<file path="config.mk">
export PLATFORM = sky130hd
export DESIGN_NAME = cart_rom_top
export DESIGN_NICKNAME = d
export VERILOG_FILES = /design/src/hw/cart_pkg.sv /design/src/hw/cheat_pkg.sv /design/src/hw/cart_ifs.sv /design/src/hw/cart_loader.sv /design/src/hw/cheat_loader.sv /design/src/hw/cheat_slot.sv /design/src/hw/cheat_patch.sv /design/src/hw/rom_read_path.sv /design/src/hw/cart_rom_top.sv
export VERILOG_INCLUDE_DIRS = /design/src /design/src/hw
export SDC_FILE = /design/constraint.sdc
export NUM_CORES = 1
export LEC_CHECK = 0
export BUFFER_PORTS_ARGS = -buffer_cell sky130_fd_sc_hd__clkbuf_2
export CELL_PAD_IN_SITES_DETAIL_PLACEMENT = 1
export CELL_PAD_IN_SITES_GLOBAL_PLACEMENT = 2
export CORE_MARGIN = 2
export CORE_UTILIZATION = 30
export DETAILED_ROUTE_END_ITERATION = 8
export PLACE_DENSITY_LB_ADDON = 0.12
export SKIP_LAST_GASP = 1
export SLEW_MARGIN = 20
export SYNTH_ARGS = -nofsm -noshare
export SYNTH_HDL_FRONTEND = slang
export SYNTH_SLANG_ARGS = --single-unit
</file>
<file path="constraint.sdc">
create_clock -name clk_sys -period 3.2 [get_ports clk_sys]
set_clock_uncertainty 0.1 [all_clocks]
set_input_delay 0.64 -clock clk_sys [delete_from_list [all_inputs] [get_ports clk_sys]]
set_output_delay 0.64 -clock clk_sys [all_outputs]
set_load 0.05 [all_outputs]
</file>
<file path="src/hw/cart_params.svh">
`ifndef CART_PARAMS_SVH
`define CART_PARAMS_SVH

// Address and data widths
`define ROM_ADDR_W      22
`define DL_ADDR_W       25
`define DATA_W          8

// Copier header placed in front of some images
`define CART_HDR_BYTES  512

// Cheat storage
`define CHEAT_SLOTS     4
`define CHEAT_REC_BYTES 16

`endif

</file>
<file path="src/hw/cart_pkg.sv">
`include "cart_params.svh"

package cart_pkg;

	// What the host means by a download index
	typedef enum logic [1:0] {
		DL_CART_SMS,
		DL_CART_GG,
		DL_CHEAT
	} dl_kind_e;

	// ROM write toggle handshake
	typedef enum logic {
		WR_IDLE,
		WR_WAIT    // Request toggled, ack not yet equal
	} wr_state_e;

	// Byte address into external ROM memory
	typedef logic [`ROM_ADDR_W-1:0] rom_addr_t;

endpackage

</file>
<file path="src/hw/cheat_pkg.sv">
`include "cart_params.svh"

package cheat_pkg;

	// Flags bit that turns on the compare against the ROM byte
	localparam int CHEAT_CMP_BIT = 0;

	// One downloaded record, each field little endian on the wire
	typedef struct packed {
		logic [31:0] flags;
		logic [31:0] address;
		logic [31:0] compare;   // Low byte used on the 8-bit bus
		logic [31:0] replace;   // Low byte used on the 8-bit bus
	} cheat_code_t;

	// Per-slot result for the read at the data stage
	typedef struct packed {
		logic              hit;
		logic [`DATA_W-1:0] replace;
	} cheat_hit_t;

	typedef logic [$clog2(`CHEAT_SLOTS)-1:0] slot_idx_t;

endpackage

</file>
<file path="src/hw/cart_ifs.sv">
`include "cart_params.svh"

// Slot writes from the cheat loader
interface cheat_wr_if import cheat_pkg::*; ();
	logic        wr;
	slot_idx_t   idx;
	cheat_code_t code;
	logic        clr;    // Empties every slot

	modport source (output wr, idx, code, clr);
	modport sink   (input wr, idx, code, clr);
endinterface

// Read at the address stage, between E0 and E1
interface rd_req_if;
	logic                   valid;
	logic [`ROM_ADDR_W-1:0] cpu_addr;
	logic [`ROM_ADDR_W-1:0] rom_addr;   // After mask and header offset

	modport source     (output valid, cpu_addr, rom_addr);
	modport slot_sink  (input valid, cpu_addr);
	modport valid_sink (input valid);
endinterface

// Data stage, between E1 and E2
interface slot_hit_if import cheat_pkg::*; ();
	cheat_hit_t         hit [`CHEAT_SLOTS];
	logic [`DATA_W-1:0] rdata;
	logic               rvalid;

	modport slot        (output hit, input rdata);
	modport data_source (output rdata, rvalid);
	modport sink        (input hit, rdata, rvalid);
endinterface

// Image geometry and cheat byte strobe from the download side
interface cart_cfg_if;
	logic [`ROM_ADDR_W-1:0] size_mask;
	logic [`ROM_ADDR_W-1:0] hdr_mask;
	logic                   hdr_present;
	logic                   cheat_wr;

	modport source     (output size_mask, hdr_mask, hdr_present, cheat_wr);
	modport map_sink   (input size_mask, hdr_mask, hdr_present);
	modport cheat_sink (input cheat_wr);
endinterface

</file>
<file path="src/hw/cart_loader.sv">
`include "cart_params.svh"

module cart_loader import cart_pkg::*; (
	input  logic                  clk_sys,
	input  logic                  rst_n,
	input  logic                  dl_active,
	input  logic [7:0]            dl_index,
	input  logic                  dl_wr,
	input  logic [`DL_ADDR_W-1:0] dl_addr,
	input  logic [`DATA_W-1:0]    dl_data,
	input  logic                  rom_wr_ack,
	output logic                  dl_wait,
	output logic                  rom_wr_req,
	output rom_addr_t             rom_waddr,
	output logic [`DATA_W-1:0]    rom_wdata,
	output logic                  is_gg,
	cart_cfg_if.source            cfg
);

	localparam int HDR_BIT = $clog2(`CART_HDR_BYTES);   // Set when size is odd multiple of 512

	dl_kind_e  dl_kind;
	wr_state_e state;
	logic      cart_dl, cart_dl_q;
	logic      cart_wr;
	logic      wr_done;
	rom_addr_t dl_end;    // Bytes seen so far
	rom_addr_t dl_rom_addr;

	// Index decode
	always_comb begin
		if (&dl_index)
			dl_kind = DL_CHEAT;
		else if (dl_index[4:0] == 5'd2)
			dl_kind = DL_CART_GG;
		else
			dl_kind = DL_CART_SMS;
	end

	assign cart_dl      = dl_active && (dl_kind != DL_CHEAT);
	assign cart_wr      = dl_wr && cart_dl;
	assign cfg.cheat_wr = dl_wr && dl_active && (dl_kind == DL_CHEAT);
	assign dl_rom_addr  = dl_addr[`ROM_ADDR_W-1:0];

	assign dl_wait = (state == WR_WAIT);
	assign wr_done = (state == WR_WAIT) && (rom_wr_ack == rom_wr_req);

	// ====================================================================
	// ROM write handshake
	// ====================================================================
	always_ff @(posedge clk_sys or negedge rst_n) begin
		if (!rst_n) begin
			state           <= WR_IDLE;
			rom_wr_req      <= 1'b0;
			rom_waddr       <= '0;
			cart_dl_q       <= 1'b0;
			is_gg           <= 1'b0;
			cfg.hdr_present <= 1'b0;
		end else begin
			cart_dl_q <= cart_dl;

			if (cart_dl && !cart_dl_q)
				rom_waddr <= '0;             // New image starts at 0
			else if (wr_done)
				rom_waddr <= rom_waddr + 1'b1;

			case (state)
				WR_IDLE: begin
					if (cart_wr) begin
						state      <= WR_WAIT;
						rom_wr_req <= ~rom_wr_req;
					end
				end
				WR_WAIT: begin
					if (rom_wr_ack == rom_wr_req)
						state <= WR_IDLE;
				end
				default: state <= WR_IDLE;
			endcase

			if (cart_wr)
				is_gg <= (dl_kind == DL_CART_GG);
			if (cart_dl_q && !cart_dl)
				cfg.hdr_present <= dl_end[HDR_BIT];
		end
	end

	// ====================================================================
	// Write data, size mask and header mask
	// ====================================================================
	always_ff @(posedge clk_sys) begin
		if (cart_wr && state == WR_IDLE)
			rom_wdata <= dl_data;
		if (cart_wr) begin
			dl_end <= dl_rom_addr + 1'b1;
			if (dl_addr == '0)
				cfg.size_mask <= '0;
			else
				cfg.size_mask <= cfg.size_mask | dl_rom_addr;
			// Header mask only covers the image behind the copier header
			if (dl_addr == `DL_ADDR_W'(`CART_HDR_BYTES))
				cfg.hdr_mask <= '0;
			else if (dl_addr > `DL_ADDR_W'(`CART_HDR_BYTES))
				cfg.hdr_mask <= cfg.hdr_mask
					| (dl_rom_addr - `ROM_ADDR_W'(`CART_HDR_BYTES));
		end
	end

endmodule

</file>
<file path="src/hw/cheat_loader.sv">
`include "cart_params.svh"

module cheat_loader import cheat_pkg::*; (
	input  logic                  clk_sys,
	input  logic                  rst_n,
	input  logic [`DL_ADDR_W-1:0] dl_addr,
	input  logic [`DATA_W-1:0]    dl_data,
	cart_cfg_if.cheat_sink        cfg,
	cheat_wr_if.source            cw
);

	localparam int BYTE_W = $clog2(`CHEAT_REC_BYTES);
	localparam int PTR_W  = $clog2(`CHEAT_SLOTS + 1);

	cheat_code_t       rec;
	logic [BYTE_W-1:0] byte_sel;
	logic [1:0]        lane;
	logic              commit_q;
	logic              clr_q;
	logic [PTR_W-1:0]  ptr;     // Next free slot, stops at CHEAT_SLOTS
	logic              full;

	assign byte_sel = dl_addr[BYTE_W-1:0];
	assign lane     = byte_sel[1:0];
	assign full     = (ptr == PTR_W'(`CHEAT_SLOTS));

	// Record assembly, four bytes per field
	always_ff @(posedge clk_sys) begin
		if (cfg.cheat_wr) begin
			case (byte_sel[3:2])
				2'd0: rec.flags[lane*`DATA_W +: `DATA_W]   <= dl_data;
				2'd1: rec.address[lane*`DATA_W +: `DATA_W] <= dl_data;
				2'd2: rec.compare[lane*`DATA_W +: `DATA_W] <= dl_data;
				default: rec.replace[lane*`DATA_W +: `DATA_W] <= dl_data;
			endcase
		end
	end

	// ====================================================================
	// Slot pointer and strobes
	// ====================================================================
	always_ff @(posedge clk_sys or negedge rst_n) begin
		if (!rst_n) begin
			commit_q <= 1'b0;
			clr_q    <= 1'b0;
			ptr      <= '0;
		end else begin
			commit_q <= cfg.cheat_wr && (byte_sel == BYTE_W'(`CHEAT_REC_BYTES - 1));
			clr_q    <= cfg.cheat_wr && (dl_addr == '0);
			if (clr_q)
				ptr <= '0;
			else if (commit_q && !full)
				ptr <= ptr + 1'b1;
		end
	end

	assign cw.wr   = commit_q && !full;   // Extra records dropped
	assign cw.idx  = slot_idx_t'(ptr);
	assign cw.code = rec;
	assign cw.clr  = clr_q;

endmodule

</file>
<file path="src/hw/cheat_slot.sv">
`include "cart_params.svh"

module cheat_slot import cheat_pkg::*; #(
	parameter int IDX = 0
) (
	input  logic         clk_sys,
	input  logic         rst_n,
	cheat_wr_if.sink     cw,
	rd_req_if.slot_sink  rd,
	slot_hit_if.slot     sh,
	output logic         valid
);

	cheat_code_t code;
	logic        addr_hit_q;   // Address matched, read now at data stage
	logic        cmp_ok;

	// Stored code
	always_ff @(posedge clk_sys) begin
		if (cw.wr && cw.idx == slot_idx_t'(IDX))
			code <= cw.code;
	end

	always_ff @(posedge clk_sys or negedge rst_n) begin
		if (!rst_n) begin
			valid      <= 1'b0;
			addr_hit_q <= 1'b0;
		end else begin
			if (cw.clr)
				valid <= 1'b0;
			else if (cw.wr && cw.idx == slot_idx_t'(IDX))
				valid <= 1'b1;
			// E1
			addr_hit_q <= valid && rd.valid && (code.address == 32'(rd.cpu_addr));
		end
	end

	// E2, compare only when enabled in the flags
	assign cmp_ok = !code.flags[CHEAT_CMP_BIT] || (code.compare[`DATA_W-1:0] == sh.rdata);

	assign sh.hit[IDX].hit     = addr_hit_q && cmp_ok;
	assign sh.hit[IDX].replace = code.replace[`DATA_W-1:0];

endmodule

</file>
<file path="src/hw/cheat_patch.sv">
`include "cart_params.svh"

module cheat_patch import cheat_pkg::*; (
	input  logic               clk_sys,
	input  logic               rst_n,
	input  logic               cheat_en,
	slot_hit_if.sink           sh,
	rd_req_if.valid_sink       rd,
	output logic [`DATA_W-1:0] cpu_rdata,
	output logic               cpu_rvalid
);

	logic               en_q;    // Enable as seen by the read at data stage
	logic               sel_hit;
	logic [`DATA_W-1:0] sel_byte;

	// Lowest numbered slot wins, so scan down
	always_comb begin
		sel_hit  = 1'b0;
		sel_byte = '0;
		for (int i = `CHEAT_SLOTS - 1; i >= 0; i--) begin
			if (sh.hit[i].hit) begin
				sel_hit  = 1'b1;
				sel_byte = sh.hit[i].replace;
			end
		end
	end

	always_ff @(posedge clk_sys or negedge rst_n) begin
		if (!rst_n) begin
			en_q       <= 1'b0;
			cpu_rvalid <= 1'b0;
		end else begin
			if (rd.valid)
				en_q <= cheat_en;   // Taken at E1 with the address stage
			cpu_rvalid <= sh.rvalid;
		end
	end

	// Data out at E2
	always_ff @(posedge clk_sys) begin
		cpu_rdata <= (en_q && sel_hit) ? sel_byte : sh.rdata;
	end

endmodule

</file>
<file path="src/hw/rom_read_path.sv">
`include "cart_params.svh"

module rom_read_path import cart_pkg::*; (
	input  logic               clk_sys,
	input  logic               rst_n,
	input  logic               cpu_rd,
	input  rom_addr_t          cpu_addr,
	input  logic [`DATA_W-1:0] rom_rdata,
	output logic               rom_rd,
	output rom_addr_t          rom_raddr,
	cart_cfg_if.map_sink       cfg,
	rd_req_if.source           rd,
	slot_hit_if.data_source    sh
);

	rom_addr_t map_addr;

	// ====================================================================
	// Address mapping
	// ====================================================================
	always_comb begin
		if (cfg.hdr_present)
			map_addr = (cpu_addr + `ROM_ADDR_W'(`CART_HDR_BYTES)) & cfg.hdr_mask;   // Skip header
		else
			map_addr = cpu_addr & cfg.size_mask;   // Mirror small images
	end

	// Valid pipe, E0 then E1
	always_ff @(posedge clk_sys or negedge rst_n) begin
		if (!rst_n) begin
			rd.valid  <= 1'b0;
			sh.rvalid <= 1'b0;
		end else begin
			rd.valid  <= cpu_rd;
			sh.rvalid <= rd.valid;   // Lines up with rom_rdata
		end
	end

	always_ff @(posedge clk_sys) begin
		rd.cpu_addr <= cpu_addr;
		rd.rom_addr <= map_addr;
	end

	assign rom_rd    = rd.valid;
	assign rom_raddr = rd.rom_addr;
	assign sh.rdata  = rom_rdata;

endmodule

</file>
<file path="src/hw/cart_rom_top.sv">
`include "cart_params.svh"

module cart_rom_top import cart_pkg::*; (
	input  logic                  clk_sys,
	input  logic                  rst_n,
	// Download
	input  logic                  dl_active,
	input  logic [7:0]            dl_index,
	input  logic                  dl_wr,
	input  logic [`DL_ADDR_W-1:0] dl_addr,
	input  logic [`DATA_W-1:0]    dl_data,
	output logic                  dl_wait,
	// ROM write
	output logic                  rom_wr_req,
	input  logic                  rom_wr_ack,
	output rom_addr_t             rom_waddr,
	output logic [`DATA_W-1:0]    rom_wdata,
	// ROM read
	output logic                  rom_rd,
	output rom_addr_t             rom_raddr,
	input  logic [`DATA_W-1:0]    rom_rdata,
	// CPU
	input  logic                  cpu_rd,
	input  rom_addr_t             cpu_addr,
	output logic [`DATA_W-1:0]    cpu_rdata,
	output logic                  cpu_rvalid,
	// Status
	input  logic                  cheat_en,
	output logic                  cheat_avail,
	output logic                  is_gg
);

	cart_cfg_if cfg ();
	cheat_wr_if cw ();
	rd_req_if   rd ();
	slot_hit_if sh ();

	logic [`CHEAT_SLOTS-1:0] slot_valid;

	cart_loader u_cart_loader (
		.clk_sys, .rst_n, .dl_active, .dl_index, .dl_wr, .dl_addr, .dl_data,
		.rom_wr_ack, .dl_wait, .rom_wr_req, .rom_waddr, .rom_wdata, .is_gg,
		.cfg(cfg.source)
	);

	cheat_loader u_cheat_loader (
		.clk_sys, .rst_n, .dl_addr, .dl_data,
		.cfg(cfg.cheat_sink), .cw(cw.source)
	);

	rom_read_path u_read_path (
		.clk_sys, .rst_n, .cpu_rd, .cpu_addr, .rom_rdata, .rom_rd, .rom_raddr,
		.cfg(cfg.map_sink), .rd(rd.source), .sh(sh.data_source)
	);

	// One slot per cheat
	for (genvar i = 0; i < `CHEAT_SLOTS; i++) begin : g_slot
		cheat_slot #(.IDX(i)) u_slot (
			.clk_sys, .rst_n, .cw(cw.sink), .rd(rd.slot_sink), .sh(sh.slot),
			.valid(slot_valid[i])
		);
	end

	cheat_patch u_patch (
		.clk_sys, .rst_n, .cheat_en, .sh(sh.sink), .rd(rd.valid_sink),
		.cpu_rdata, .cpu_rvalid
	);

	assign cheat_avail = |slot_valid;

endmodule

</file>
==> summary.md <==
| Metric | Value |
|---|---|
| WL final | 41.8 mm |
| Post-synth EDFFs | 298 |
| Worst Path Arrival | 1810 ps |
| WP data required | 2460 ps |
| Period Utilization, post-route | 79.7% |
| FILL cells | 5,281 |
| Post-CTS Setup Inserts | 0 |
| WHS | 57.1 ps |
| CTS tree | yes |
| Total number of yosys warnings | 0 |
| Fin util | 36.9% |
| Post-DP HPWL | 30.3 mm |
| CTS resizes | 0 |
| Ys flop type | edfxtp_1 |
| Clock sinks | 394 |
| Synthesized area | 15,400 sq um |
| Pwr/cell area | 638 nW/um^2 |
| Total track usage | 15.9% |
| Vias per cell | 4.53 |
| Static leakage | 6.88 nW |
| Fin Setup TNS | 0 ps |
| Async SR Flop Fraction | 11.2% |
| Slew HR | 50.2% |
| Crit Path Max Fanout | 3 |
| Synthesis-stage register bit count | 394 |
| Worst Setup Start Kind | register |
| Area of the multi-input gates | 3970 sq um |
| Initial Util | 30.5% |
| First-pass GRT wire length | 62.6 mm |
| Post-Syn Nets | 1,171 |
| Largest cells by area after synthesis | edfxtp_1 58%, dfrtp_1 7.2%, dfxtp_1 6.8% |
| Clk_lat worst skew | 600 ps |
| Final-report setup violation count | 0 |
| Antenna violation net count after detailed routing | 0 |
| Max VDD drop | 0.000388 V |
| H-tree depth | 2 |
| Drt first pass iters | 4 |
| GPL Wtd Cong | 0.738 |
| Layout cells sized above 1 | 19.7% |
| Root Buffer | clkbuf_16 |
| Worst-case clock buffer depth | 3 |
| Outcome | complete, no violations |
| Max-Cap Viols | 0 |
| Die height | 230 microns |
| Hold Buf Count CTS | 0 |
| Max-slew violation count | 0 |
| Num rows | 82 |
| RSZ-0062 raised after global routing | no |
| ANT cells | 0 |
| Placeable Area | 50,400 sq um |
| Drt drc | 0 |
| Avg Cell Area, Syn | 14.2 sq um |
| Initial antenna violation count | 3 |
| Final Hold Viols | 0 |
| Largest net degree at the start of global routing | 52 |
| Die X | 230 microns |
| Number of global-route vias before repair | 9,602 |
| CP Capture Type | output pin |
| IO Pins | 144 |
| Die area | 53,000 sq um |
| Fmax | 0.392 GHz |
| Post-synthesis cell type count | 50 |
| Area grow syn2layout | 21.0% |
| TritonCTS buffer count | 47 |
| Mapped Cells | 1,081 |
| Post-synthesis sequential area ratio | 72.2% |
| Worst Tran Pin Value | 747 ps |
| Vias | 8,958 |
| Critical path class | register to output pin |
| Clock transition at path regs | 60 ps |
| Nets | 1,358 |
| Yosys top cell by area | edfxtp_1 |
| Number of DRC markers in iteration 0 | 493 |
| Register area | 11,100 sq um |
| Hold Path Class | primary input to register |
| Routed length per instance | 21.1 microns |
| IO Port Bufs | 143 |
| Congestion Overflow GR | 0 |
| Tmin final | 2550 ps |
| Yosys top cell area share | 58.3% |
cell type report:
type,count,share of cell area (%)
well taps,672,4.53
repair buffers,176,5.59
flip-flops and latches,394,59.7
clock inverters,29,1.60
inverters,22,0.445
clock buffers,58,6.72
multi-input cells,627,21.4
Yosys cell counts (10+ instances only):
library cell	number
and2_1	21
and3_1	23
buf_4	11
clkbuf_1	19
dfrtp_1	44
dfxtp_1	52
edfxtp_1	298
ha_1	12
inv_1	22
nand2_1	44
nand3_1	16
nand4_1	38
nor2_1	172
nor2b_1	12
nor3_1	12
nor4_1	20
o22ai_1	10
xnor2_1	112
xor2_1	43
flip-flops by register name, summed over array words and instances, names as in the netlist, 3 cells and up:
name / count
g_slot.u_slot.addr_hit_q: 4
g_slot.u_slot.code: 164
g_slot.u_slot.sh.hit: 32
g_slot.u_slot.valid: 4
u_cart_loader.cfg.hdr_mask: 22
u_cart_loader.cfg.size_mask: 22
u_cart_loader.rom_waddr: 22
u_cart_loader.rom_wdata: 8
u_cheat_loader.cw.code: 49
u_cheat_loader.ptr: 3
u_patch.cpu_rdata: 8
u_read_path.rd.cpu_addr: 22
u_read_path.rd.rom_addr: 22
per-layer routing:
metal	global-route usage [%]	routed length (microns)
met1	22.2	19800
met4	4.35	660
met3	2.80	1720
met2	25.6	19600
met5	0	11
cell families after synthesis:
group	count (synthesis)	share of synthesized area [%]
flip-flops	394	72.2
AND/OR/NAND/NOR	390	12.5
XOR/XNOR	155	8.84
buffers and inverters	60	1.92
AO/OA/AOI/OAI	59	2.79
adder cells (fa/ha/maj)	12	0.978
multiplexers	11	0.734
worst max-delay path, cell delays in order (launching register included):
cell,delay [ps]
dfrtp_1,400
or4_1,560
clkbuf_2,260
worst paths after layout:
kind	start	endpoint	slack, ps	cells past startpoint
min reg2reg	u_read_path.sh.rvalid	u_patch.cpu_rvalid	240	0
max	g_slot[0].u_slot.valid	cheat_avail	650	2
min	cpu_rd	u_read_path.rd.valid	60	1
max reg2reg	u_read_path.rd.cpu_addr[19]	g_slot[0].u_slot.addr_hit_q	880	6
max in group asynchronous	rst_n	g_slot[3].u_slot.valid	2490	2
min in group asynchronous	rst_n	u_cart_loader.is_gg	70	2
cell usage in the layout (no fill, tap or decap), types with 6 or more instances in the layout:
master | netlist | layout
edfxtp_1 | 298 | 298
nor2_1 | 172 | 171
clkbuf_2 | 0 | 143
xnor2_1 | 112 | 112
dfxtp_1 | 52 | 52
clkbuf_16 | 0 | 47
nand2_1 | 44 | 44
dfrtp_1 | 44 | 44
xor2_1 | 43 | 43
nand4_1 | 38 | 38
buf_4 | 11 | 27
and3_1 | 23 | 23
inv_1 | 22 | 22
nor4_1 | 20 | 20
and2_1 | 21 | 17
nand3_1 | 16 | 16
clkinv_1 | 0 | 14
nor2b_1 | 12 | 12
nor3_1 | 12 | 12
ha_1 | 12 | 12
o22ai_1 | 10 | 10
nand2b_1 | 9 | 9
a22o_1 | 9 | 9
mux2i_1 | 9 | 9
a21o_1 | 8 | 8
a211oi_1 | 8 | 8
o31ai_1 | 8 | 8
clkbuf_1 | 19 | 8
o21ai_0 | 6 | 6
buf_12 | 0 | 6
power by group:
| part | total (W) | switching (W) | internal (W) |
|---|---|---|---|
| Clock | 0.00532 | 0.00214 | 0.00318 |
| Combinational | 0.000841 | 0.000588 | 0.000253 |
| Sequential | 0.00568 | 0.000114 | 0.00557 |
stage by stage:
step           area, sq um  worst slack, ps  instances  total power (W)
2_1_floorplan        15400              252       1081          0.00631
3_3_place_gp         17000              346       1891          0.00665
3_5_place_dp         17000              317       1891          0.00665
4_1_cts              18600              600       1978           0.0120
5_1_grt              18600              589       1978           0.0123
6_report             18600              649       1978           0.0118
(Power assumes the default switching activity.)
